[src/hw/mem_pkg.sv]
package mem_pkg;

    localparam int LINE_WORDS  = 4;
    localparam int NUM_LINES   = 16;
    localparam int MEM_WORDS   = 256;
    localparam int MEM_LATENCY = 3;    // idle cycles before the first beat

    localparam int OFF_W   = $clog2(LINE_WORDS);
    localparam int INDEX_W = $clog2(NUM_LINES);
    localparam int MEM_AW  = $clog2(MEM_WORDS);
    localparam int TAG_W   = MEM_AW - INDEX_W - OFF_W;
    localparam int LAT_W   = $clog2(MEM_LATENCY + 1);

    // byte address split, bits above the tag alias
    localparam int OFF_LSB = 2;
    localparam int IDX_LSB = OFF_LSB + OFF_W;
    localparam int TAG_LSB = IDX_LSB + INDEX_W;

    localparam logic [OFF_W-1:0] LAST_BEAT = OFF_W'(LINE_WORDS - 1);

    // cache op argument as seen by the cache
    typedef struct packed {
        logic [15:0]        rsvd;
        logic [5:0]         ign_hi;
        logic [INDEX_W-1:0] line;
        logic [5:0]         ign_lo;
    } cacop_arg_t;

    typedef union packed {
        logic [31:0] wdata;     // lane-replicated store data
        cacop_arg_t  op;
    } req_payload_u;

    typedef struct packed {
        logic [31:0]  addr;
        logic         write;
        logic [3:0]   wstrb;
        logic         opflag;   // 1 for cache op
        logic [4:0]   sub;
        req_payload_u payload;
    } dc_req_t;

    typedef struct packed {
        logic [31:0] data;
        logic        ale;
        logic        write;
    } lsu_resp_t;

endpackage

[src/hw/refill_timer.sv]
module refill_timer (
    input  logic                       clk,
    input  logic                       arst_n,
    input  logic                       start,
    output logic                       beat_valid,
    output logic [mem_pkg::OFF_W-1:0]  beat_idx,
    output logic                       done
);
    import mem_pkg::*;

    logic             busy;
    logic             in_beats;     // latency phase over
    logic [LAT_W-1:0] lat_cnt;

    always_ff @(posedge clk or negedge arst_n)
    begin
        if (!arst_n)
        begin
            busy     <= 1'b0;
            in_beats <= 1'b0;
            lat_cnt  <= '0;
            beat_idx <= '0;
        end
        else if (!busy)
        begin
            if (start)
            begin
                busy     <= 1'b1;
                lat_cnt  <= '0;
                beat_idx <= '0;
            end
        end
        else if (!in_beats)
        begin
            lat_cnt <= lat_cnt + 1'b1;
            if (lat_cnt == LAT_W'(MEM_LATENCY - 1))
                in_beats <= 1'b1;
        end
        else
        begin
            beat_idx <= beat_idx + 1'b1;
            if (beat_idx == LAST_BEAT)
            begin
                busy     <= 1'b0;
                in_beats <= 1'b0;
            end
        end
    end

    assign beat_valid = busy && in_beats;
    assign done       = beat_valid && (beat_idx == LAST_BEAT);

endmodule

[config.mk]
export PLATFORM = sky130hd
export DESIGN_NAME = refill_timer
export DESIGN_NICKNAME = d
export VERILOG_FILES = /design/src/hw/mem_pkg.sv /design/src/hw/refill_timer.sv
export SDC_FILE = /design/constraint.sdc
export NUM_CORES = 1
export LEC_CHECK = 0
export BUFFER_PORTS_ARGS = -buffer_cell sky130_fd_sc_hd__buf_2
export CAP_MARGIN = 20
export CORE_AREA = 2 2 39 41
export DETAILED_ROUTE_END_ITERATION = 8
export DIE_AREA = 0 0 41 43
export GPL_ROUTABILITY_DRIVEN = 0
export PLACE_DENSITY = 0.42
export SYNTH_ARGS = -nofsm -noshare
export SYNTH_HDL_FRONTEND = slang
export SYNTH_SLANG_ARGS = --single-unit
[constraint.sdc]
create_clock -name clk -period 2.2 [get_ports clk]
set_input_delay 0.33 -clock clk [delete_from_list [all_inputs] [get_ports clk]]
set_output_delay 0.33 -clock clk [all_outputs]
set_load 0.01 [all_outputs]
==> reports/summary.json <==
{
  "setup_path": {
    "worstPathRequired_ns": 1.87,
    "setup.worst_path.start_class": "flip-flop",
    "r2r_cells": 3,
    "regToRegStartpoint": "beat_idx[0]",
    "cp_cell_sequence": "ha_1 -> and3_1 -> buf_2",
    "setup.reg_to_reg.worst_slack_ns": 0.94,
    "worst_ep_arrival_time_ns": 1.20,
    "critPathMaxFanout": 4,
    "critical_path.slowest_cell": "sky130_fd_sc_hd__dfrtp_1",
    "critPathCaptureType": "output port",
    "worst_path_largest_cell_delay_ns": 0.41,
    "timing.setup.critical_path_class": "flip-flop to output port",
    "worstReg2RegEnd": "beat_idx[1]"
  },
  "yosys": {
    "synth.area.top_cells": "sky130_fd_sc_hd__dfrtp_1, sky130_fd_sc_hd__ha_1, sky130_fd_sc_hd__a22o_1",
    "synth-seq-area-share": 0.4819,
    "yosys.area.top_type": "sky130_fd_sc_hd__dfrtp_1",
    "syn_inst": 27,
    "most_used_standard_cells_in_the_synthesized_netlist": "sky130_fd_sc_hd__dfrtp_1, sky130_fd_sc_hd__nor2_1, sky130_fd_sc_hd__a22o_1, sky130_fd_sc_hd__ha_1, sky130_fd_sc_hd__nand2b_1",
    "async_reset_ff_frac": 1.000,
    "post-synth-top-area-fraction": 0.4819,
    "average_cell_area_after_synthesis_sq_um": 11.54,
    "synth.yosys.warnings": 0,
    "synth_cell_types": 17,
    "synth.ff_latch_count": 6,
    "number_of_synthesized_flops_with_an_enable_pin": 0,
    "syn_nets": 32,
    "ys_dominant_reg_cell": "sky130_fd_sc_hd__dfrtp_1",
    "yosys.cell_count.top_type": "sky130_fd_sc_hd__dfrtp_1",
    "mappedNetlistArea_sq_um": 311.5
  },
  "cts": {
    "cts-root-buf": "sky130_fd_sc_hd__clkbuf_4",
    "tritoncts.num_buffers": 3,
    "clock_tree.buffer_depth": 2,
    "cts_tree": "yes",
    "clk-insertion-delay-late_ns": 0.25,
    "clock_sink_count": 6,
    "path_clk_slew_ns": 0.05,
    "cts_resized": 0,
    "clock_tree.htree_level_count": 1
  },
  "routing": {
    "drc": 0,
    "dr.pass1.iters": 2,
    "drt.antenna.violating_nets": 0,
    "routed_wirelength_um": 552,
    "avgRoutedWirePerCell_um": 10.82,
    "post_drt_via_cell_ratio": 4.392,
    "via_count": 224,
    "drt_iter0_markers": 3
  },
  "timing": {
    "rsz0062_at_grt": "no",
    "timing.setup.tns_ns": 0,
    "final_hold_viol_count": 0,
    "finalSetupViolCount": 0,
    "achievable-frequency_mhz": 653.0,
    "min_period_over_period": 0.6961,
    "max-slew-margin-rel": 0.7996,
    "slew_violations": 0,
    "min_period_ns": 1.531,
    "timing.clock.skew_ns": 0.007739,
    "worst_pin_slew_ns": 0.3006
  },
  "finish": {
    "layout-drive-gt1-share": 0.2857,
    "total_of_fill_cells_in_the_finished_design": 152,
    "antenna_cells_inserted": 0,
    "finish.net_count": 42,
    "area.growth.synth_to_final_pct": 21.28
  },
  "floorplan": {
    "pin_count": 7,
    "initial_util": 0.2251,
    "fp.dieW_um": 41,
    "fp.dieArea_sq_mm": 0.001763,
    "core_area_sq_mm": 0.001384,
    "die_height_um": 43,
    "placement_rows": 14
  },
  "hold_path": {
    "hp-class": "primary input to flip-flop",
    "hold-path-endpoint": "busy",
    "timing.hold.worst.start": "start",
    "whs_path_cells": 3
  },
  "global_routing": {
    "antenna_found_initial": 0,
    "grt_pass1_vias": 219,
    "grt_pass1_wl_um": 938,
    "track_usage": 0.09183,
    "grt_start_max_net_pins": 10,
    "overflow": 0
  },
  "outcome": {
    "result_of_the_run": "finished, final reports clean"
  },
  "power_and_ir_drop": {
    "power.density_mw_per_mm2": 1595,
    "cellLeakagePower_nw": 0.1866,
    "worst_ir_drop_vdd_uv": 545.1,
    "total_power_w": 0.0006027
  },
  "placement": {
    "dp_hpwl_um": 410,
    "numPortBuffers": 6
  },
  "run": {
    "maxCapViolCount": 0
  }
}
[how the worst max path moves through the flow]
stage,startpoint,endpoint
final,beat_idx[0],done
after global routing,beat_idx[0],done
after CTS,beat_idx[0],done
after detailed placement,beat_idx[0],done
after global placement,beat_idx[0],done
after floorplan,beat_idx[0],beat_idx[1]
[critical path: cells and delay by family, from the launching register on]
| family | cells | cell delay [ns] |
|---|---|---|
| AND/OR/NAND/NOR | 1 | 0.20 |
| adder cells (fa/ha/maj) | 1 | 0.21 |
| buffers and inverters | 1 | 0.14 |
| flip-flops | 1 | 0.41 |
[cell families (layout without fill, tap and decap cells)]
group / after synthesis / count (layout) / synth area share
buf+inv: 3 / 11 / 0.06423
fa+ha+maj: 2 / 2 / 0.08031
compound gates: 5 / 5 / 0.1285
flops: 6 / 6 / 0.4819
mux: 1 / 1 / 0.04818
xor+xnor: 2 / 2 / 0.05624
simple gates: 8 / 8 / 0.1406
[sequential cells by signal (all words and copies together), names as in the netlist]
name,count
beat_idx,2
in_beats,1
lat_cnt,2
busy,1
[what timing repair did]
| item | in CTS | in global routing |
|---|---|---|
| setup buffers | 0 | 0 |
| hold buffers | 1 | 0 |
| setup endpoints to repair | 0 | 0 |
| hold endpoints to repair | 6 | 0 |
[metrics by stage]
step                area (sq um)    util  hold slack (ns)  instances  setup slack [ns]
floorplan                  311.5       -          0.03441         27            0.9487
detailed placement         345.3  0.2495           0.1617         47            0.9161
global route               377.9  0.2731           0.3850         51            0.5839
finish                     377.9  0.2731           0.3587         51            0.6686
global placement           345.3  0.2495           0.1604         47            0.9425
CTS                        377.9  0.2731           0.3618         51            0.6554
[cells in the final DEF (no fill, tap or decap), types with 2 or more instances in the layout]
cell type,count
sky130_fd_sc_hd__clkbuf_4,3
sky130_fd_sc_hd__dfrtp_1,6
sky130_fd_sc_hd__buf_2,6
sky130_fd_sc_hd__ha_1,2
sky130_fd_sc_hd__a22o_1,2
sky130_fd_sc_hd__nand2b_1,2
sky130_fd_sc_hd__nor2_1,3
[area by class of cell]
class	count	area [sq um]	share of cell area
clock buffer	3	22.52	0.05960
inverter	1	3.754	0.009934
multi-input combinational	18	141.4	0.3742
sequential	6	150.1	0.3974
tap	16	20.02	0.05298
timing repair buffer	7	40.04	0.1060
[per-layer routing]
metal  GRT usage  share of wire  vias up
li1            -              -      108
met1      0.1046           0.45      105
met2      0.1094           0.43        8
met3     0.09424           0.10        3
met4     0.04000          0.018        0
met5           0              0        -
[report_power, final]
| group | switching (W) | internal, W | total (W) |
|---|---|---|---|
| clock network | 0.0000406 | 0.0000617 | 0.000102 |
| logic | 0.000102 | 0.000161 | 0.000263 |
| registers | 0.0000709 | 0.000166 | 0.000237 |
Power figures use the tool's default switching activity.
