--- src/hw/mem_pkg.sv ---
package mem_pkg;

    localparam int LINE_WORDS  = 4;
    localparam int NUM_LINES   = 16;
    localparam int MEM_WORDS   = 256;
    localparam int MEM_LATENCY = 3;    // idle cycles before the first beat

    localparam int OFF_W   = $clog2(LINE_WORDS);
    localparam int INDEX_W = $clog2(NUM_LINES);
    localparam int MEM_AW  = $clog2(MEM_WORDS);
    localparam int TAG_W   = MEM_AW - INDEX_W - OFF_W;
    localparam int LAT_W   = $clog2(MEM_LATENCY + 1);

    // byte address split, bits above the tag alias
    localparam int OFF_LSB = 2;
    localparam int IDX_LSB = OFF_LSB + OFF_W;
    localparam int TAG_LSB = IDX_LSB + INDEX_W;

    localparam logic [OFF_W-1:0] LAST_BEAT = OFF_W'(LINE_WORDS - 1);

    // cache op argument as seen by the cache
    typedef struct packed {
        logic [15:0]        rsvd;
        logic [5:0]         ign_hi;
        logic [INDEX_W-1:0] line;
        logic [5:0]         ign_lo;
    } cacop_arg_t;

    typedef union packed {
        logic [31:0] wdata;     // lane-replicated store data
        cacop_arg_t  op;
    } req_payload_u;

    typedef struct packed {
        logic [31:0]  addr;
        logic         write;
        logic [3:0]   wstrb;
        logic         opflag;   // 1 for cache op
        logic [4:0]   sub;
        req_payload_u payload;
    } dc_req_t;

    typedef struct packed {
        logic [31:0] data;
        logic        ale;
        logic        write;
    } lsu_resp_t;

endpackage

--- src/hw/dcache_data.sv ---
module dcache_data (
    input  logic                         clk,
    input  logic                         arst_n,
    input  logic [mem_pkg::INDEX_W-1:0]  index,
    input  logic [mem_pkg::OFF_W-1:0]    offset,
    input  logic [mem_pkg::TAG_W-1:0]    rd_tag,
    output logic                         rd_hit,
    output logic [31:0]                  rd_word,
    input  logic                         wr_en,
    input  logic [3:0]                   wr_strb,
    input  logic [31:0]                  wr_data,
    input  logic                         fill_en,
    input  logic [mem_pkg::OFF_W-1:0]    fill_idx,
    input  logic [31:0]                  fill_data,
    input  logic [mem_pkg::TAG_W-1:0]    fill_tag,
    input  logic                         inval
);
    import mem_pkg::*;

    logic [NUM_LINES-1:0] valid;
    logic [TAG_W-1:0]     tag_arr  [NUM_LINES];
    logic [31:0]          data_arr [NUM_LINES][LINE_WORDS];

    assign rd_hit  = valid[index] && (tag_arr[index] == rd_tag);
    assign rd_word = data_arr[index][offset];

    always_ff @(posedge clk or negedge arst_n)
    begin
        if (!arst_n)
            valid <= '0;
        else if (inval)
            valid[index] <= 1'b0;
        else if (fill_en)
            valid[index] <= (fill_idx == LAST_BEAT);  // line stays invalid mid-refill
    end

    always_ff @(posedge clk)
    begin
        if (fill_en && fill_idx == LAST_BEAT)
            tag_arr[index] <= fill_tag;
    end

    always_ff @(posedge clk)
    begin
        if (fill_en)
            data_arr[index][fill_idx] <= fill_data;
        else if (wr_en)
        begin
            for (int i = 0; i < 4; i++)
            begin
                if (wr_strb[i])
                    data_arr[index][offset][8*i +: 8] <= wr_data[8*i +: 8];
            end
        end
    end

endmodule

--- config.mk ---
export PLATFORM = sky130hd
export DESIGN_NAME = dcache_data
export DESIGN_NICKNAME = d
export VERILOG_FILES = /design/src/hw/mem_pkg.sv /design/src/hw/dcache_data.sv
export SDC_FILE = /design/constraint.sdc
export NUM_CORES = 2
export LEC_CHECK = 0
export BUFFER_PORTS_ARGS = -buffer_cell sky130_fd_sc_hd__buf_4
export CORE_MARGIN = 2
export CORE_UTILIZATION = 59
export CTS_BUF_LIST = sky130_fd_sc_hd__clkbuf_4
export CTS_CLUSTER_SIZE = 12
export DETAILED_ROUTE_END_ITERATION = 12
export PLACE_DENSITY = 0.75
export SETUP_SLACK_MARGIN = 0.1
export SLEW_MARGIN = 20
export SYNTH_ARGS = -nofsm -noshare
export SYNTH_HDL_FRONTEND = slang
export SYNTH_SLANG_ARGS = --single-unit
--- constraint.sdc ---
create_clock -name clk -period 1.7 [get_ports clk]
set_input_delay 0 -clock clk [delete_from_list [all_inputs] [get_ports clk]]
set_output_delay 0 -clock clk [all_outputs]
set_load 0.05 [all_outputs]
==> impl_metrics.env <==
export IMPL_fp_dieH_um=376
export IMPL_power_density_mw_per_mm2=1050
export IMPL_initial_core_util_pct=59.4
export IMPL_io_buffers=117
export IMPL_min_period_ns=3.42
export IMPL_rr_endpoint="valid[10]$_DFFE_PN0P_"
export IMPL_synth_top_family_by_area="multiplexers"
export IMPL_synthSimpleGateAreaFrac_pct=1.94
export IMPL_wire_per_inst_um=29.8
export IMPL_relSlewSlack_pct=27.3
export IMPL_drc=0
export IMPL_cts_buffer_depth=4
export IMPL_nets=5083
export IMPL_placed_cells=6073
export IMPL_status="complete, but fails checks"
export IMPL_cts_setup_buffers=0
export IMPL_grt_pass1_wl_um=310000
export IMPL_critPathLaunchType="register"
export IMPL_rr_startpoint="valid[10]$_DFFE_PN0P_"
export IMPL_clk_pin_slew_ns=0.09
export IMPL_avgViaCountPerCell=6.40
export IMPL_worstHoldStart="index[3]"
export IMPL_crit_end="rd_word[22]"
export IMPL_vias=45700
export IMPL_slew_violations=0
export IMPL_clock_fmax_mhz=293
export IMPL_post_route_period_util_pct=201
export IMPL_leakage_uw=0.0334
export IMPL_synth_area_leaders="edfxtp_1 76%, mux4_2 14%, a22oi_1 2.4%, mux2_2 1.5%, nor2_1 1.3%"
export IMPL_hold_depth=7
export IMPL_grt_usage_pct=30.6
export IMPL_dp_hpwl_um=138000
export IMPL_critPathRequiredTime_ns=1.70
export IMPL_ios=118
export IMPL_die_area_mm2=0.141
export IMPL_worstSetupStartpoint="data_arr[3][54]$_DFFE_PP_"
export IMPL_r2r_slack_ns=0.92
export IMPL_dr_pass1_iters=6
export IMPL_rows=136
export IMPL_htree_levels=6
export IMPL_synth_top_area_share_pct=76.5
export IMPL_num_fill_cells=7470
export IMPL_grt_pass1_vias=47300
export IMPL_grt_max_degree=44
export IMPL_async_flop_share_pct=0.763
export IMPL_worstMarginPinSlew_ns=1.09
export IMPL_syn_avg_cell_area_um2=21.5
export IMPL_ys_ff_latch=2096
export IMPL_grt_antenna_before_repair=13
export IMPL_fin_ws_ns=-1.72
export IMPL_synth_most_common_cell="edfxtp_1"
export IMPL_gp_congestion=0.866
export IMPL_synth_area_mm2=0.0817
export IMPL_failed_checks="negative setup slack"
export IMPL_worstRegToRegCells=2
export IMPL_skew_ns=0
export IMPL_cts_root_buffer="clkbuf_4"
export IMPL_ff_latch_area_mm2=0.0629
export IMPL_synth_compound_area_share_pct=3.44
export IMPL_drt_iter0_markers=5489
export IMPL_hold_class="input port to register"
export IMPL_multiInputGateArea_mm2=0.0201
export IMPL_tritoncts="built"
export IMPL_stdcell_count=7139
export IMPL_yosysWarnings=0
export IMPL_yosysTopAreaCell="edfxtp_1"
export IMPL_crit_type="register to output pin"
export IMPL_ys_types=34
export IMPL_clkLatencyLatePin_ns=1.25
export IMPL_synth_nets=3884
export IMPL_drv_cap=0
export IMPL_cts_sinks=2096
export IMPL_rsz0062_at_grt="true"
export IMPL_die_x_um=376
export IMPL_syn_inst=3799
export IMPL_overflow=0
export IMPL_synth_flop_cell="edfxtp_1"
export IMPL_drive_gt1_share_pct=47.9
export IMPL_cp_max_fo=1
export IMPL_numCtsBuffers=536
export IMPL_finalSetupViolCount=63
export IMPL_ant_nets=0
export IMPL_cp_arrival_ns=3.42
export IMPL_synth_fa_ha_area_share_pct=0
export IMPL_ys_seq_area_share_pct=77.0
export IMPL_synth_area_mux_share_pct=16.3
export IMPL_area_growth_pct=24.3
export IMPL_setup_worst_path_end_class="output pin"
export IMPL_synth_enable_flop_cells=2080
export IMPL_synth_xor_area_share_pct=0.0215
export IMPL_coreArea_mm2=0.137
export IMPL_dp_slack_ns=-0.963
export IMPL_hold_viol=0
export IMPL_ir_drop_v=0.000788
export IMPL_routed_wirelength_um=213000
export IMPL_yosys_top_cells_count="2080 x edfxtp_1, 524 x mux4_2, 281 x nor2_1"
[how the worst min path moves through the flow]
stage | end | slack, ns
after global routing | valid[13]$_DFFE_PN0P_ | -0.02
after CTS | data_arr[0][68]$_DFFE_PP_ | -0.23
after floorplan | valid[0]$_DFFE_PN0P_ | -0.30
final | valid[13]$_DFFE_PN0P_ | 0.06
after global placement | valid[7]$_DFFE_PN0P_ | -0.13
after detailed placement | valid[7]$_DFFE_PN0P_ | -0.13
[kinds of logic after synthesis]
| group | count (synthesis) |
|---|---|
| AO/OA/AOI/OAI | 430 |
| XOR/XNOR | 2 |
| buffers and inverters | 244 |
| flip-flops | 2096 |
| multiplexers | 656 |
| AND/OR/NAND/NOR | 371 |
[cells in the final DEF (no fill, tap or decap), types with 16 or more instances in the layout]
cell	count
a21oi_1	66
dfrtp_1	16
buf_12	194
dlygate4sd3_1	172
buf_8	26
or4_4	33
buf_4	488
a22oi_1	119
o21ai_0	22
buf_6	16
a21oi_2	59
clkbuf_4	749
mux2_2	105
mux4_2	524
a22oi_2	137
nor2_4	121
nor2_1	146
mux2_1	24
edfxtp_1	2080
clkinv_1	90
[cell type report]
type | instances | area share (%)
Clock buffer | 749 | 5.54
Sequential cell | 2096 | 61.9
Clock inverter | 126 | 0.757
Inverter | 1 | 0.00616
Multi-Input combinational cell | 1459 | 19.8
Tap cell | 1794 | 2.21
Timing Repair Buffer | 904 | 9.80
Antenna cell | 10 | 0.0246
[per-layer routing]
metal	global-route usage [%]	vias up	wire length, µm
met5	0	-	72
met4	11.6	12	7290
met3	8.77	489	26000
met2	47.9	3043	103000
met1	41.7	23300	76600
li1	-	18800	-
[sequential cells by signal, summed over array words and instances, names as in the netlist]
signal and flops:
data_arr 2048, tag_arr 32, valid 16
[power breakdown]
| part | leakage (µW) | switching, µW | total [µW] | internal (µW) |
|---|---|---|---|---|
| Combinational | 0.0106 | 4790 | 8300 | 3510 |
| Sequential | 0.0189 | 121 | 57500 | 57400 |
| Clock | 0.00383 | 19400 | 41200 | 21700 |
[per-stage QoR]
step           setup TNS (ns)  hold slack [ns]  utilization [%]  area (µm²)  total power [µW]
4_1_cts               -332.54           -0.230             73.7      101000            107000
2_1_floorplan         -205.78           -0.296                -       83300             62700
3_5_place_dp          -795.66           -0.133             66.8       91900             65800
3_3_place_gp          -712.21           -0.130             66.8       91900             65700
5_1_grt                -57.21          -0.0192             73.8      102000            110000
6_report               -53.48           0.0551             73.9      102000            107000
[worst max-delay path, stage by stage, from the launching register on]
cell,delay [ns]
edfxtp_1,0.38
mux4_2,0.53
a22oi_2,0.14
buf_4,0.15
a21oi_2,0.05
or4_4,0.56
buf_6,0.16
buf_8,0.14
[what timing repair did]
action,4_1_cts,5_1_grt
setup endpoints to repair,33,1697
resized for setup,276,49
endpoints found under the hold margin,4192,1061
hold buffers,181,4
pin swaps,119,32
(Power assumes the default switching activity.)
