[src/hw/lsu_pkg.sv]
package lsu_pkg;

    // control word fields
    localparam int CTR_TYPE_LSB = 0;
    localparam int CTR_TYPE_W   = 4;
    localparam int CTR_WR_BIT   = 5;    // 0 read, 1 write
    localparam int CTR_SUB_LSB  = 7;
    localparam int CTR_SUB_W    = 5;

    typedef logic [CTR_TYPE_W-1:0] mem_type_t;

    localparam mem_type_t MEM_TYPE_NORMAL = 4'd5;
    localparam mem_type_t MEM_TYPE_ATOMIC = 4'd6;

    // subtypes of an ordinary memory access
    typedef enum logic [CTR_SUB_W-1:0] {
        SUB_LD_B  = 5'd0,
        SUB_LD_H  = 5'd1,
        SUB_LD_W  = 5'd2,
        SUB_ST_B  = 5'd3,
        SUB_ST_H  = 5'd4,
        SUB_ST_W  = 5'd5,
        SUB_LD_BU = 5'd6,
        SUB_LD_HU = 5'd7,
        SUB_CACOP = 5'd8
    } sub_e;

    // atomic subtypes, both word sized
    localparam logic [CTR_SUB_W-1:0] ATOM_LL = 5'd0;
    localparam logic [CTR_SUB_W-1:0] ATOM_SC = 5'd1;

    typedef struct packed {
        logic [31:0] rj;        // base
        logic [31:0] imm;
        logic [31:0] ctr;
        logic [31:0] rd_data;   // store data
        logic [15:0] excp_arg;  // cache op argument
    } exe_req_t;

endpackage

[src/hw/mem_pkg.sv]
package mem_pkg;

    localparam int LINE_WORDS  = 4;
    localparam int NUM_LINES   = 16;
    localparam int MEM_WORDS   = 256;
    localparam int MEM_LATENCY = 3;    // idle cycles before the first beat

    localparam int OFF_W   = $clog2(LINE_WORDS);
    localparam int INDEX_W = $clog2(NUM_LINES);
    localparam int MEM_AW  = $clog2(MEM_WORDS);
    localparam int TAG_W   = MEM_AW - INDEX_W - OFF_W;
    localparam int LAT_W   = $clog2(MEM_LATENCY + 1);

    // byte address split, bits above the tag alias
    localparam int OFF_LSB = 2;
    localparam int IDX_LSB = OFF_LSB + OFF_W;
    localparam int TAG_LSB = IDX_LSB + INDEX_W;

    localparam logic [OFF_W-1:0] LAST_BEAT = OFF_W'(LINE_WORDS - 1);

    // cache op argument as seen by the cache
    typedef struct packed {
        logic [15:0]        rsvd;
        logic [5:0]         ign_hi;
        logic [INDEX_W-1:0] line;
        logic [5:0]         ign_lo;
    } cacop_arg_t;

    typedef union packed {
        logic [31:0] wdata;     // lane-replicated store data
        cacop_arg_t  op;
    } req_payload_u;

    typedef struct packed {
        logic [31:0]  addr;
        logic         write;
        logic [3:0]   wstrb;
        logic         opflag;   // 1 for cache op
        logic [4:0]   sub;
        req_payload_u payload;
    } dc_req_t;

    typedef struct packed {
        logic [31:0] data;
        logic        ale;
        logic        write;
    } lsu_resp_t;

endpackage

[src/hw/mem_req_gen.sv]
module mem_req_gen (
    input  lsu_pkg::exe_req_t in_req,
    output mem_pkg::dc_req_t  req,
    output logic              is_mem,
    output logic              misalign
);
    import lsu_pkg::*;
    import mem_pkg::*;

    mem_type_t              mtype;
    logic [CTR_SUB_W-1:0]   sub_raw;
    sub_e                   subtype;
    logic [31:0]            addr;
    logic [3:0]             byte_strb;
    logic [3:0]             half_strb;

    assign mtype   = in_req.ctr[CTR_TYPE_LSB +: CTR_TYPE_W];
    assign sub_raw = in_req.ctr[CTR_SUB_LSB +: CTR_SUB_W];
    assign subtype = sub_e'(sub_raw);
    assign addr    = in_req.rj + in_req.imm;

    // little endian lanes
    assign byte_strb = 4'b0001 << addr[1:0];
    assign half_strb = addr[0] ? 4'b0000 : (addr[1] ? 4'b1100 : 4'b0011);

    always_comb
    begin
        req         = '0;
        req.addr    = addr;
        req.write   = in_req.ctr[CTR_WR_BIT];
        req.sub     = sub_raw;
        is_mem      = 1'b0;
        misalign    = 1'b0;
        if (mtype == MEM_TYPE_NORMAL)
        begin
            is_mem = 1'b1;
            case (subtype)
                SUB_LD_B, SUB_LD_BU:
                    req.wstrb = byte_strb;
                SUB_LD_H, SUB_LD_HU:
                begin
                    req.wstrb = half_strb;
                    misalign  = addr[0];
                end
                SUB_LD_W:
                begin
                    req.wstrb = 4'b1111;
                    misalign  = |addr[1:0];
                end
                SUB_ST_B:
                begin
                    req.wstrb         = byte_strb;
                    req.payload.wdata = {4{in_req.rd_data[7:0]}};
                end
                SUB_ST_H:
                begin
                    req.wstrb         = half_strb;
                    req.payload.wdata = {2{in_req.rd_data[15:0]}};
                    misalign          = addr[0];
                end
                SUB_ST_W:
                begin
                    req.wstrb         = 4'b1111;
                    req.payload.wdata = in_req.rd_data;
                    misalign          = |addr[1:0];
                end
                SUB_CACOP:
                begin
                    req.opflag        = 1'b1;
                    req.write         = 1'b0;
                    req.payload.wdata = {16'b0, in_req.excp_arg};
                end
                default:
                    is_mem = 1'b0;  // unknown subtype gets an empty response
            endcase
        end
        else if (mtype == MEM_TYPE_ATOMIC && (sub_raw == ATOM_LL || sub_raw == ATOM_SC))
        begin
            // ll/sc behave as plain word accesses
            is_mem    = 1'b1;
            req.wstrb = 4'b1111;
            misalign  = |addr[1:0];
            if (sub_raw == ATOM_SC)
            begin
                req.sub           = SUB_ST_W;
                req.payload.wdata = in_req.rd_data;
            end
            else
                req.sub = SUB_LD_W;
        end
    end

endmodule

[config.mk]
export PLATFORM = sky130hd
export DESIGN_NAME = mem_req_gen
export DESIGN_NICKNAME = d
export VERILOG_FILES = /design/src/hw/lsu_pkg.sv /design/src/hw/mem_pkg.sv /design/src/hw/mem_req_gen.sv
export SDC_FILE = /design/constraint.sdc
export NUM_CORES = 1
export LEC_CHECK = 0
export ABC_AREA = 1
export CAP_MARGIN = 25
export CORE_UTILIZATION = 30
export DETAILED_ROUTE_END_ITERATION = 7
export DONT_BUFFER_PORTS = 1
export PLACE_DENSITY_LB_ADDON = 0.2
export SYNTH_ARGS = -nofsm -noshare
export SYNTH_HDL_FRONTEND = slang
export SYNTH_SLANG_ARGS = --single-unit
[constraint.sdc]
create_clock -name vclk -period 4.8
set_input_delay 0.48 -clock vclk [all_inputs]
set_output_delay 0.48 -clock vclk [all_outputs]
set_load 0.005 [all_outputs]
==> summary.md <==
| Metric | Value |
|---|---|
| Status | `complete, no violations` |
| Finished Layout Cells | `832` |
| Final period util | `0.5411` |
| 1st-iter DRT viols | `293` |
| Distinct cells, synth | `32` |
| Routed via count | `4,083` |
| Slew @ Worst Pin | `0.6129 ns` |
| HP Class | `in2out` |
| Setup crit start kind | `input port` |
| Final setup vio count | `0` |
| Via/cell ratio | `4.907` |
| Met1 Track Usage GR | `0.1950` |
| Fin. Hold Viols | `0` |
| WS Path Type | `in2out` |
| Die width | `107.0 um` |
| Clock buffer count | `0` |
| Initial antenna violation count | `0` |
| DPL Wire Length | `9776 um` |
| # diodes | `0` |
| Die Span Y | `107.0 um` |
| Power Total | `335.1 uW` |
| FP Rows | `37` |
| Iteration count of the initial detailed-routing pass | `5` |
| IO Pins | `221` |
| Pre-CTS setup slack | `2.225 ns` |
| Fin crit period | `2.597 ns` |
| Synthesized area per cell | `4.708 um^2` |
| Final WL | `10,980 um` |
| Setup repair bufs after CTS | `0` |
| Total leakage power | `2.263 nW` |
| Vias in the first global route | `3,779` |
| Largest net degree at the start of global routing | `24` |
| Worst setup margin | `2.203 ns` |
| Post-CTS sizing | `0` |
| Worst VDD drop | `42.09 uV` |
| Largest stage delay, worst path | `0.40 ns` |
| Seq. cell area | `0 um^2` |
| Pwr per Cell Area | `97.78 nW/um^2` |
| Final Wtd Congestion | `0.9167` |
| Hold Slack | `0.9600 ns` |
| Syn_nets | `879` |
| Routed Antenna Nets | `0` |
| Flip-flop and latch count | `0` |
| CP max FO | `3` |
| Synthesized cell area | `3309 um^2` |
| Synth area leaders | `nand2_1 35%, inv_1 16%, ha_1 12%` |
| Dominant cell type by area after synthesis | `nand2_1` |
| Final nets | `874` |
| Setup TNS | `0 ns` |
| # port buffers | `0` |
| DRC errors left | `0` |
| Busiest grt layer | `met2` |
| WL/cell | `13.20 um` |
| Required @ worst endpoint | `4.32 ns` |
| GRT overflow | `0` |
| Share of post-route cells with drive strength above 1 | `0.02586` |
| CP max-delay cell | `fa_1` |
| Area grow syn2layout | `3.554%` |
| Sequential area share after synthesis | `0` |
| CP Capture Type | `primary output` |
| Placed insts | `832` |
| Max-slew violations | `0` |
| Yosys top cell area share | `0.3482` |
| Fmax | `0.3850 GHz` |
| Full die area | `11,460 um^2` |
| Max cap viols | `0` |
| Mapped Cells | `703` |
| Met3 Usage GRT | `0.01702` |
| GR Layer Usage met2 | `0.3622` |
| Post-CTS Hold Fix Bufs | `0` |
| Ys Warns | `0` |
| Critical-path cell list | `ha_1 > inv_1 > fa_1 > inv_1 > nand3_1 > nand3_1 > nand3_1 > nand3_1 > nand2_1 > nand2_1 > nand2_1 > nand2_1` |
| Slew HR | `0.5910` |
| RSZ-0062 raised after global routing | `false` |
| Starting Density | `0.3149` |
| Arrival time at the worst endpoint | `2.12 ns` |
| Core area | `10,510 um^2` |
| All-layer global routing usage | `0.1787` |
| First-pass GRT wire length | `16,830 um` |
-- power breakdown --
| part | leakage, nW | total (mW) | switching (mW) | internal (mW) |
|---|---|---|---|---|
| combinational | 2.26 | 0.335 | 0.227 | 0.108 |
| clock | 0 | 0 | 0 | 0 |
| sequential | 0 | 0 | 0 | 0 |
-- critical path: cells and delay by family --
kind | cells | cell delay [ns]
adders and majority gates | 2 | 0.61
buffers and inverters | 2 | 0.18
and+or+nand+nor | 8 | 0.85
-- area by class of cell --
class                           count  area (um^2)
Multi-Input combinational cell    550         2709
Tap cell                          136        170.2
Inverter                          146        548.0
Fill cell                        1261         7082
-- final timing paths --
check                      start       to  depth (start not counted)
worst min-delay path  in_req[58]  req[35]                          0
worst max-delay path  in_req[80]  req[63]                         12
-- through the flow --
step | area (um^2) | utilization
floorplan | 3309 | -
global placement | 3427 | 0.3261
detailed placement | 3427 | 0.3261
CTS | 3427 | 0.3261
global route | 3427 | 0.3261
finish | 3427 | 0.3261
-- layout by cell type, fill, tap and decap left out, drive strengths merged --
cell type	instances
o21ai	25
o21bai	3
or2	1
nor3	5
o22ai	1
nand4	5
a21o	1
a21oi	24
inv	145
clkinv	1
xnor2	3
nand3	64
nand2	311
o211ai	1
nor2	61
nand3b	1
xor2	12
ha	31
fa	1
-- routing by layer --
layer / wire length, um / part of all wire
met5: 0 / 0
met1: 4347 / 0.40
met4: 270 / 0.025
met2: 5571 / 0.51
met3: 793 / 0.072
-- cells in the mapped netlist (3+ instances only) --
cell type	n
o21bai_1	3
nand2_4	3
a21oi_1	23
inv_1	142
o21ai_0	23
nand3_2	3
nor2_1	56
ha_1	31
xor2_1	12
nand2_1	307
nand4_1	5
nand3_1	61
buf_6	3
inv_2	3
nor2_2	3
nor3_1	5
clkbuf_1	3
xnor2_1	3
-- kinds of logic (layout without fill, tap and decap cells) --
group | after synthesis | in the layout | share of synthesized area
buffers and inverters | 153 | 146 | 0.1815
adder cells (fa/ha/maj) | 32 | 32 | 0.1233
AO/OA/AOI/OAI | 55 | 55 | 0.09414
XOR/XNOR | 15 | 15 | 0.03970
AND/OR/NAND/NOR | 448 | 448 | 0.5614
Power figures use the tool's default switching activity.
