`config.mk`:
```
export PLATFORM = sky130hd
export DESIGN_NAME = load_align
export DESIGN_NICKNAME = d
export VERILOG_FILES = /design/src/hw/lsu_pkg.sv /design/src/hw/load_align.sv
export SDC_FILE = /design/constraint.sdc
export NUM_CORES = 1
export LEC_CHECK = 0
export BUFFER_PORTS_ARGS = -buffer_cell sky130_fd_sc_hd__buf_2
export CAP_MARGIN = 20
export CORE_MARGIN = 4
export CORE_UTILIZATION = 39
export DETAILED_ROUTE_END_ITERATION = 10
export PLACE_DENSITY = 0.95
export REMOVE_ABC_BUFFERS = 1
export SETUP_SLACK_MARGIN = 0.5
export SYNTH_ARGS = -nofsm -noshare
export SYNTH_HDL_FRONTEND = slang
export SYNTH_SLANG_ARGS = --single-unit
```
`constraint.sdc`:
```
create_clock -name vclk -period 5
set_clock_uncertainty 0.1 [all_clocks]
set_input_delay 1 -clock vclk [all_inputs]
set_output_delay 1 -clock vclk [all_outputs]
set_load 0.01 [all_outputs]
```
`src/hw/lsu_pkg.sv`:
```
package lsu_pkg;

    // control word fields
    localparam int CTR_TYPE_LSB = 0;
    localparam int CTR_TYPE_W   = 4;
    localparam int CTR_WR_BIT   = 5;    // 0 read, 1 write
    localparam int CTR_SUB_LSB  = 7;
    localparam int CTR_SUB_W    = 5;

    typedef logic [CTR_TYPE_W-1:0] mem_type_t;

    localparam mem_type_t MEM_TYPE_NORMAL = 4'd5;
    localparam mem_type_t MEM_TYPE_ATOMIC = 4'd6;

    // subtypes of an ordinary memory access
    typedef enum logic [CTR_SUB_W-1:0] {
        SUB_LD_B  = 5'd0,
        SUB_LD_H  = 5'd1,
        SUB_LD_W  = 5'd2,
        SUB_ST_B  = 5'd3,
        SUB_ST_H  = 5'd4,
        SUB_ST_W  = 5'd5,
        SUB_LD_BU = 5'd6,
        SUB_LD_HU = 5'd7,
        SUB_CACOP = 5'd8
    } sub_e;

    // atomic subtypes, both word sized
    localparam logic [CTR_SUB_W-1:0] ATOM_LL = 5'd0;
    localparam logic [CTR_SUB_W-1:0] ATOM_SC = 5'd1;

    typedef struct packed {
        logic [31:0] rj;        // base
        logic [31:0] imm;
        logic [31:0] ctr;
        logic [31:0] rd_data;   // store data
        logic [15:0] excp_arg;  // cache op argument
    } exe_req_t;

endpackage

```
`src/hw/load_align.sv`:
```
module load_align (
    input  logic [31:0]   word,
    input  logic [1:0]    addr_lo,
    input  lsu_pkg::sub_e sub,
    output logic [31:0]   data
);
    import lsu_pkg::*;

    logic [7:0]  lane_b;
    logic [15:0] lane_h;

    assign lane_b = word[8*addr_lo +: 8];
    assign lane_h = addr_lo[1] ? word[31:16] : word[15:0];

    always_comb
    begin
        case (sub)
            SUB_LD_B:
                data = {{24{lane_b[7]}}, lane_b};
            SUB_LD_BU:
                data = {24'b0, lane_b};
            SUB_LD_H:
                data = {{16{lane_h[15]}}, lane_h};
            SUB_LD_HU:
                data = {16'b0, lane_h};
            default:
                data = word;    // word loads and atomics
        endcase
    end

endmodule

```
==> impl_results.md, run 1 <==
- Status: finished clean
- Storage cell area: 0 µm²
- Cell variety after synth: 28
- Leakage: between 0.5 and 0.6 nW
- Vias per cell: 5.85
- Net Sw Frac: 51.8%
- Ys Warns: 0
- Core footprint: between 0.0015 and 0.002 mm²
- Min Tclk post-route: 3.76 ns
- Fin nets: around 200
- Total power: roughly 0.10 mW
- Number of sequential cells: 0
- Post-CTS resize count: 0
- Antenna diodes: 0
- Min-delay src: word[29]
- VDD IR-drop max: 0.0000406 V
- Die height: approximately 50 µm
- Clock network power share: 0%
- WHS Path Cells: 3
- Sw power: between 0.05 and 0.06 mW
- Sequential-to-total area share from yosys stat: 0%
- Top-count cell post-synth: a21o_1
- P&R area growth vs syn: 50.0%
- # Post-CTS Setup Buffers: 0
- Antenna-violating nets left: 0
- F_max: about 270 MHz
- Reg power frac: 0%
- Row cnt: 14
- Initial antenna violation count: 0
- Total wire length: around 2400 µm
- Critical path class: primary input to primary output
- First-pass GRT wire length: between 4000 and 5000 µm
- Cell count after synthesis: 93
- Max cap viols: 0
- Num ports: 71
- Hold Buf Count CTS: 0
- Unrepaired setup endpoints after global routing: false
- Actual slew at the worst max-slew pin: 0.974 ns
- Largest net degree at the start of global routing: 27
- Int Pwr: 0.0490 mW
- Gr usage total: between 10% and 20%
- DR iter-0 viols: 20
- Post-synth top area cell: a21o_1
- DRC: 0
- Setup TNS: 0 ns
- Post-Syn Area per Cell: 6.94 µm²
- Port bufs: 71
- Vias in the first global route: about 930
- Worst Setup End Kind: primary output
- Remaining Overflow, GRT: 0
- Final setup viols: 0
- Crit path DAT: approximately 2.7 ns
- Pre-antenna DRT Iters: 4
- Startpoint Class: primary input
- Die width: roughly 49 µm
- Final period util: about 75%
- Die area: around 0.0024 mm²
- HP Class: primary input to primary output
- Combinational Power Share: between 90% and 100%
- P per Cell Area: ~100 mW/mm²
- Synth top area cells: a21o_1 (19%), mux2_2 (12%), nand3_1 (11%)
- Vias: 1000
- Average wire per standard cell: approximately 14 µm
- Slew HR: about a third
- Synth cell count leaders: a21o_1 (16), nand3_1 (14), nand2_1 (10)
- Synthesized cell area: 646 µm²
- # fillers: about 140
- Clock buf count: 0
- Hold path endpoint: data[29]
- Synth top area share: between 10% and 20%
- Global placement routability congestion: 0.788
- Initial Utilization: 41.9%
- Dpl hpwl: approximately 1900 µm
- Share of cells above drive strength 1: 53.5%
- Count of pins over their slew limit: 0
- Hold Fails Final Rpt: 0
- Max FO, Critical Path: 26
- WP data required: ~3.9 ns
-- metrics by stage --
| stage | std cells | setup slack, ns | instance area, µm² | hold slack (ns) | util [%] |
|---|---|---|---|---|---|
| 3_3_place_gp | 171 | 1.28 | 968 | 2.19 | 62.8 |
| 3_5_place_dp | 171 | 1.25 | 968 | 2.20 | 62.8 |
| 6_report | 171 | 1.24 | 968 | 2.19 | 62.8 |
| 2_1_floorplan | 84 | 1.60 | 593 | 1.98 | - |
| 4_1_cts | 171 | 1.24 | 968 | 2.20 | 62.8 |
| 5_1_grt | 171 | 1.08 | 968 | 2.21 | 62.8 |
-- cells by family (layout without fill, tap and decap cells) --
| group | count (synthesis) | after routing | share of synthesized area, % |
|---|---|---|---|
| AO/OA/AOI/OAI | 37 | 37 | 44.4 |
| buffers and inverters | 11 | 73 | 9.30 |
| multiplexers | 9 | 9 | 17.2 |
| AND/OR/NAND/NOR | 35 | 35 | 27.7 |
| XOR/XNOR | 1 | 1 | 1.36 |
-- worst max-delay path by stage --
stage	startpoint	endpoint	slack [ns]	depth (start not counted)
after floorplan	sub[2]	data[0]	1.60	4
after global placement	sub[2]	data[3]	1.28	6
after detailed placement	sub[2]	data[6]	1.25	6
after CTS	sub[2]	data[6]	1.24	6
after global routing	sub[2]	data[7]	1.08	6
final	sub[2]	data[5]	1.24	6
-- final cells by class --
cell class	count	area, µm²	share of cell area (%)
Timing Repair Buffer	71	355	36.7
Tap cell	16	20.0	2.07
Multi-Input combinational cell	82	586	60.5
Inverter	2	7.51	0.775
-- worst max-delay path: stages --
cell and delay, ns:
buf_2 0.11, xor2_1 0.17, or3_1 0.68, a21oi_4 0.36, a2bb2oi_1 0.18, buf_2 0.15
-- routing by layer --
| layer | share of wire (%) | vias up | track usage, % |
|---|---|---|---|
| met3 | 10 | 0 | 3.99 |
| met2 | 47 | 59 | 35.2 |
| met1 | 42 | 454 | 23.2 |
| met4 | 0 | 0 | 0.448 |
| li1 | - | 487 | - |
| met5 | 0 | - | 0 |
-- cell usage in the layout, fill, tap and decap left out --
cell       count
nand2_1       10
o22ai_1        8
nor3_2         1
nor2b_1        1
nor2_1         1
nand2b_1       2
nor3_1         3
o221ai_1       1
o21ai_0        1
nor4_1         1
nand3_1       14
inv_1          2
a21oi_1        1
a211oi_1       1
o2111a_2       1
mux2_2         7
nand3b_2       1
mux4_2         1
a2bb2oi_1      7
a21o_1        16
buf_2         71
or3_1          1
mux2i_1        1
a21oi_4        1
xor2_1         1
-- power groups by stage --
stage | combinational (mW) | sequential [mW] | clock (mW)
after floorplan | 0.0543 | 0 | 0
after global placement | 0.0993 | 0 | 0
after detailed placement | 0.101 | 0 | 0
after CTS | 0.102 | 0 | 0
after global routing | 0.112 | 0 | 0
final | 0.101 | 0 | 0
Power figures use the tool's default switching activity.
==> run 2, diff against run 1 <==
--- a/config.mk
+++ b/config.mk
@@ -5,12 +5,14 @@
 export SDC_FILE = /design/constraint.sdc
 export NUM_CORES = 1
 export LEC_CHECK = 0
+export ABC_AREA = 1
 export BUFFER_PORTS_ARGS = -buffer_cell sky130_fd_sc_hd__buf_2
 export CAP_MARGIN = 20
+export CORE_ASPECT_RATIO = 0.75
 export CORE_MARGIN = 4
-export CORE_UTILIZATION = 39
+export CORE_UTILIZATION = 46
 export DETAILED_ROUTE_END_ITERATION = 10
-export PLACE_DENSITY = 0.95
+export PLACE_DENSITY = 0.91
 export REMOVE_ABC_BUFFERS = 1
 export SETUP_SLACK_MARGIN = 0.5
 export SYNTH_ARGS = -nofsm -noshare
==> constraint.sdc (replaced) <==
create_clock -name vclk -period 3.6
set_clock_uncertainty 0.1 [all_clocks]
set_input_delay 0.72 -clock vclk [all_inputs]
set_output_delay 0.72 -clock vclk [all_outputs]
set_load 0.01 [all_outputs]
==> impl_results.md, run 2 <==
- Worst path slowest cell: nor2_8
- Port bufs: 71
- Actual slew at the worst max-slew pin: 0.541 ns
- Synth top area share: around two fifths
- CP cell instances: buf_2 -> inv_1 -> nor2_2 -> nand3_2 -> nand2_4 -> nor2_8 -> nand2_1 -> nand2_1 -> buf_2
- Die height: 51.7 µm
- Setup TNS: 0 ns
- Synthesized cell area: ~0.0012 mm²
- Placed cell area: 0.00148 mm²
- Share of cells above drive strength 1: 37.3%
- Antenna diodes: 0
- Final setup viols: 0
- Dpl hpwl: between 2000 and 3000 µm
- Core footprint: between 0.002 and 0.0025 mm²
- Startpoint Class: primary input
- Min Hold Slack: approximately 1.6 ns
- Hold Fails Final Rpt: 0
- Combinational Power Share: 100.0%
- WP data required: around 2.8 ns
- Initial antenna violation count: 0
- Commonest non-fill, non-tap cell in the layout: nand2_1
- Fin nets: around 350
- Reg power frac: 0%
- Commonest non-fill, non-tap cells in the layout: nand2_1 (129), buf_2 (71), nand2_2 (20)
- Clock buf count: 0
- # fillers: between 200 and 250
- Int Pwr: ~0.077 mW
- Synth cell count leaders: nand2_1 (129), nand2_2 (20), inv_1 (18)
- Cell count after synthesis: about 250
- Sw power: roughly 0.11 mW
- Vias per cell: 4.80
- F_max: ~350 MHz
- HP Class: primary input to primary output
- First-pass GRT wire length: around 5700 µm
- Unrepaired setup endpoints after global routing: false
- Net Sw Frac: approximately three fifths
- Clock network power share: 0%
- VDD IR-drop max: about 0.000061 V
- Min Tclk post-route: between 2 and 3 ns
- Post-synth top area cell: nand2_1
- Ys Warns: 0
- Top-count cell post-synth: nand2_1
- Fin area: 0.00150 mm²
- DRC: 0
- # Post-CTS Setup Buffers: 0
- Num ports: approximately 70
- Worst Setup End Kind: primary output
- Max cap viols: 0
- Cell variety after synth: 22
- Total wire length: approximately 3500 µm
- Storage cell area: 0 µm²
- Area of the multi-input gates: around 1000 µm²
- Crit path DAT: ~2 ns
- Critical path class: primary input to primary output
- Average wire per standard cell: 10.3 µm
- Sequential-to-total area share from yosys stat: 0%
- Max FO, Critical Path: 32
- Fin util: between 60% and 70%
- Die width: 66.3 µm
- Number of sequential cells: 0
- Antenna-violating nets left: 0
- Largest net degree at the start of global routing: 33
- Status: finished clean
- Initial Utilization: 49.5%
- Remaining Overflow, GRT: 0
- Global placement routability congestion: approximately 0.85
- Crit path largest cell delay: between 0.4 and 0.5 ns
- Gr usage total: between 10% and 20%
- DR iter-0 viols: 81
- Hold Buf Count CTS: 0
- Slew HR: about 64%
- Final period util: around four fifths
- Leakage: between 0.9 and 1 nW
- Post-CTS resize count: 0
- P&R area growth vs syn: 28.4%
- Row cnt: 15
- Total power: 0.189 mW
- P per Cell Area: about 130 mW/mm²
- Synth top area cells: nand2_1 (41%), nand2_2 (11%), nand3_1 (7.3%)
- Vias in the first global route: 1331
- Vias: 1641
- Post-Syn Area per Cell: roughly 4.8 µm²
- Pre-antenna DRT Iters: 6
- Count of pins over their slew limit: 0
- Die area: 0.00343 mm²
run 2: power groups by stage:
stage / registers [mW] / logic (mW) / clock network, mW
2_1_floorplan: 0 / 0.106 / 0
5_1_grt: 0 / 0.213 / 0
4_1_cts: 0 / 0.188 / 0
3_5_place_dp: 0 / 0.187 / 0
3_3_place_gp: 0 / 0.183 / 0
6_report: 0 / 0.189 / 0
run 2: cell families (layout without fill, tap and decap cells):
group	Yosys count	in the layout	synth area share, %
AO/OA/AOI/OAI	16	16	6.84
buffers and inverters	32	94	14.8
AND/OR/NAND/NOR	198	198	78.3
run 2: cell type report:
class                           count  share of cell area (%)
Multi-Input combinational cell    214                    66.3
Inverter                           21                    5.41
Tap cell                           34                    2.83
Timing Repair Buffer               73                    25.5
run 2: worst paths after layout:
path | from | to | depth (start not counted)
setup / recovery | sub[1] | data[4] | 9
hold / removal | word[19] | data[19] | 4
run 2: worst max-delay path: cells and delay by family:
family                 cells  cell delay, ns
AND/OR/NAND/NOR            6            1.02
buffers and inverters      3            0.29
run 2: through the flow:
stage / cells / setup WS [ns]
finish: 342 / 0.718
global route: 342 / 0.550
CTS: 341 / 0.623
detailed placement: 341 / 0.632
global placement: 341 / 0.688
floorplan: 235 / 1.11
run 2: routing by layer:
metal	wire (µm)	vias up	global-route usage, %	part of all wire, %
met1	1540	693	27.3	44
met2	1660	74	36.1	47
met5	0	-	0	0
met4	2	0	0.676	0.057
li1	-	872	-	-
met3	333	2	0.648	9.4
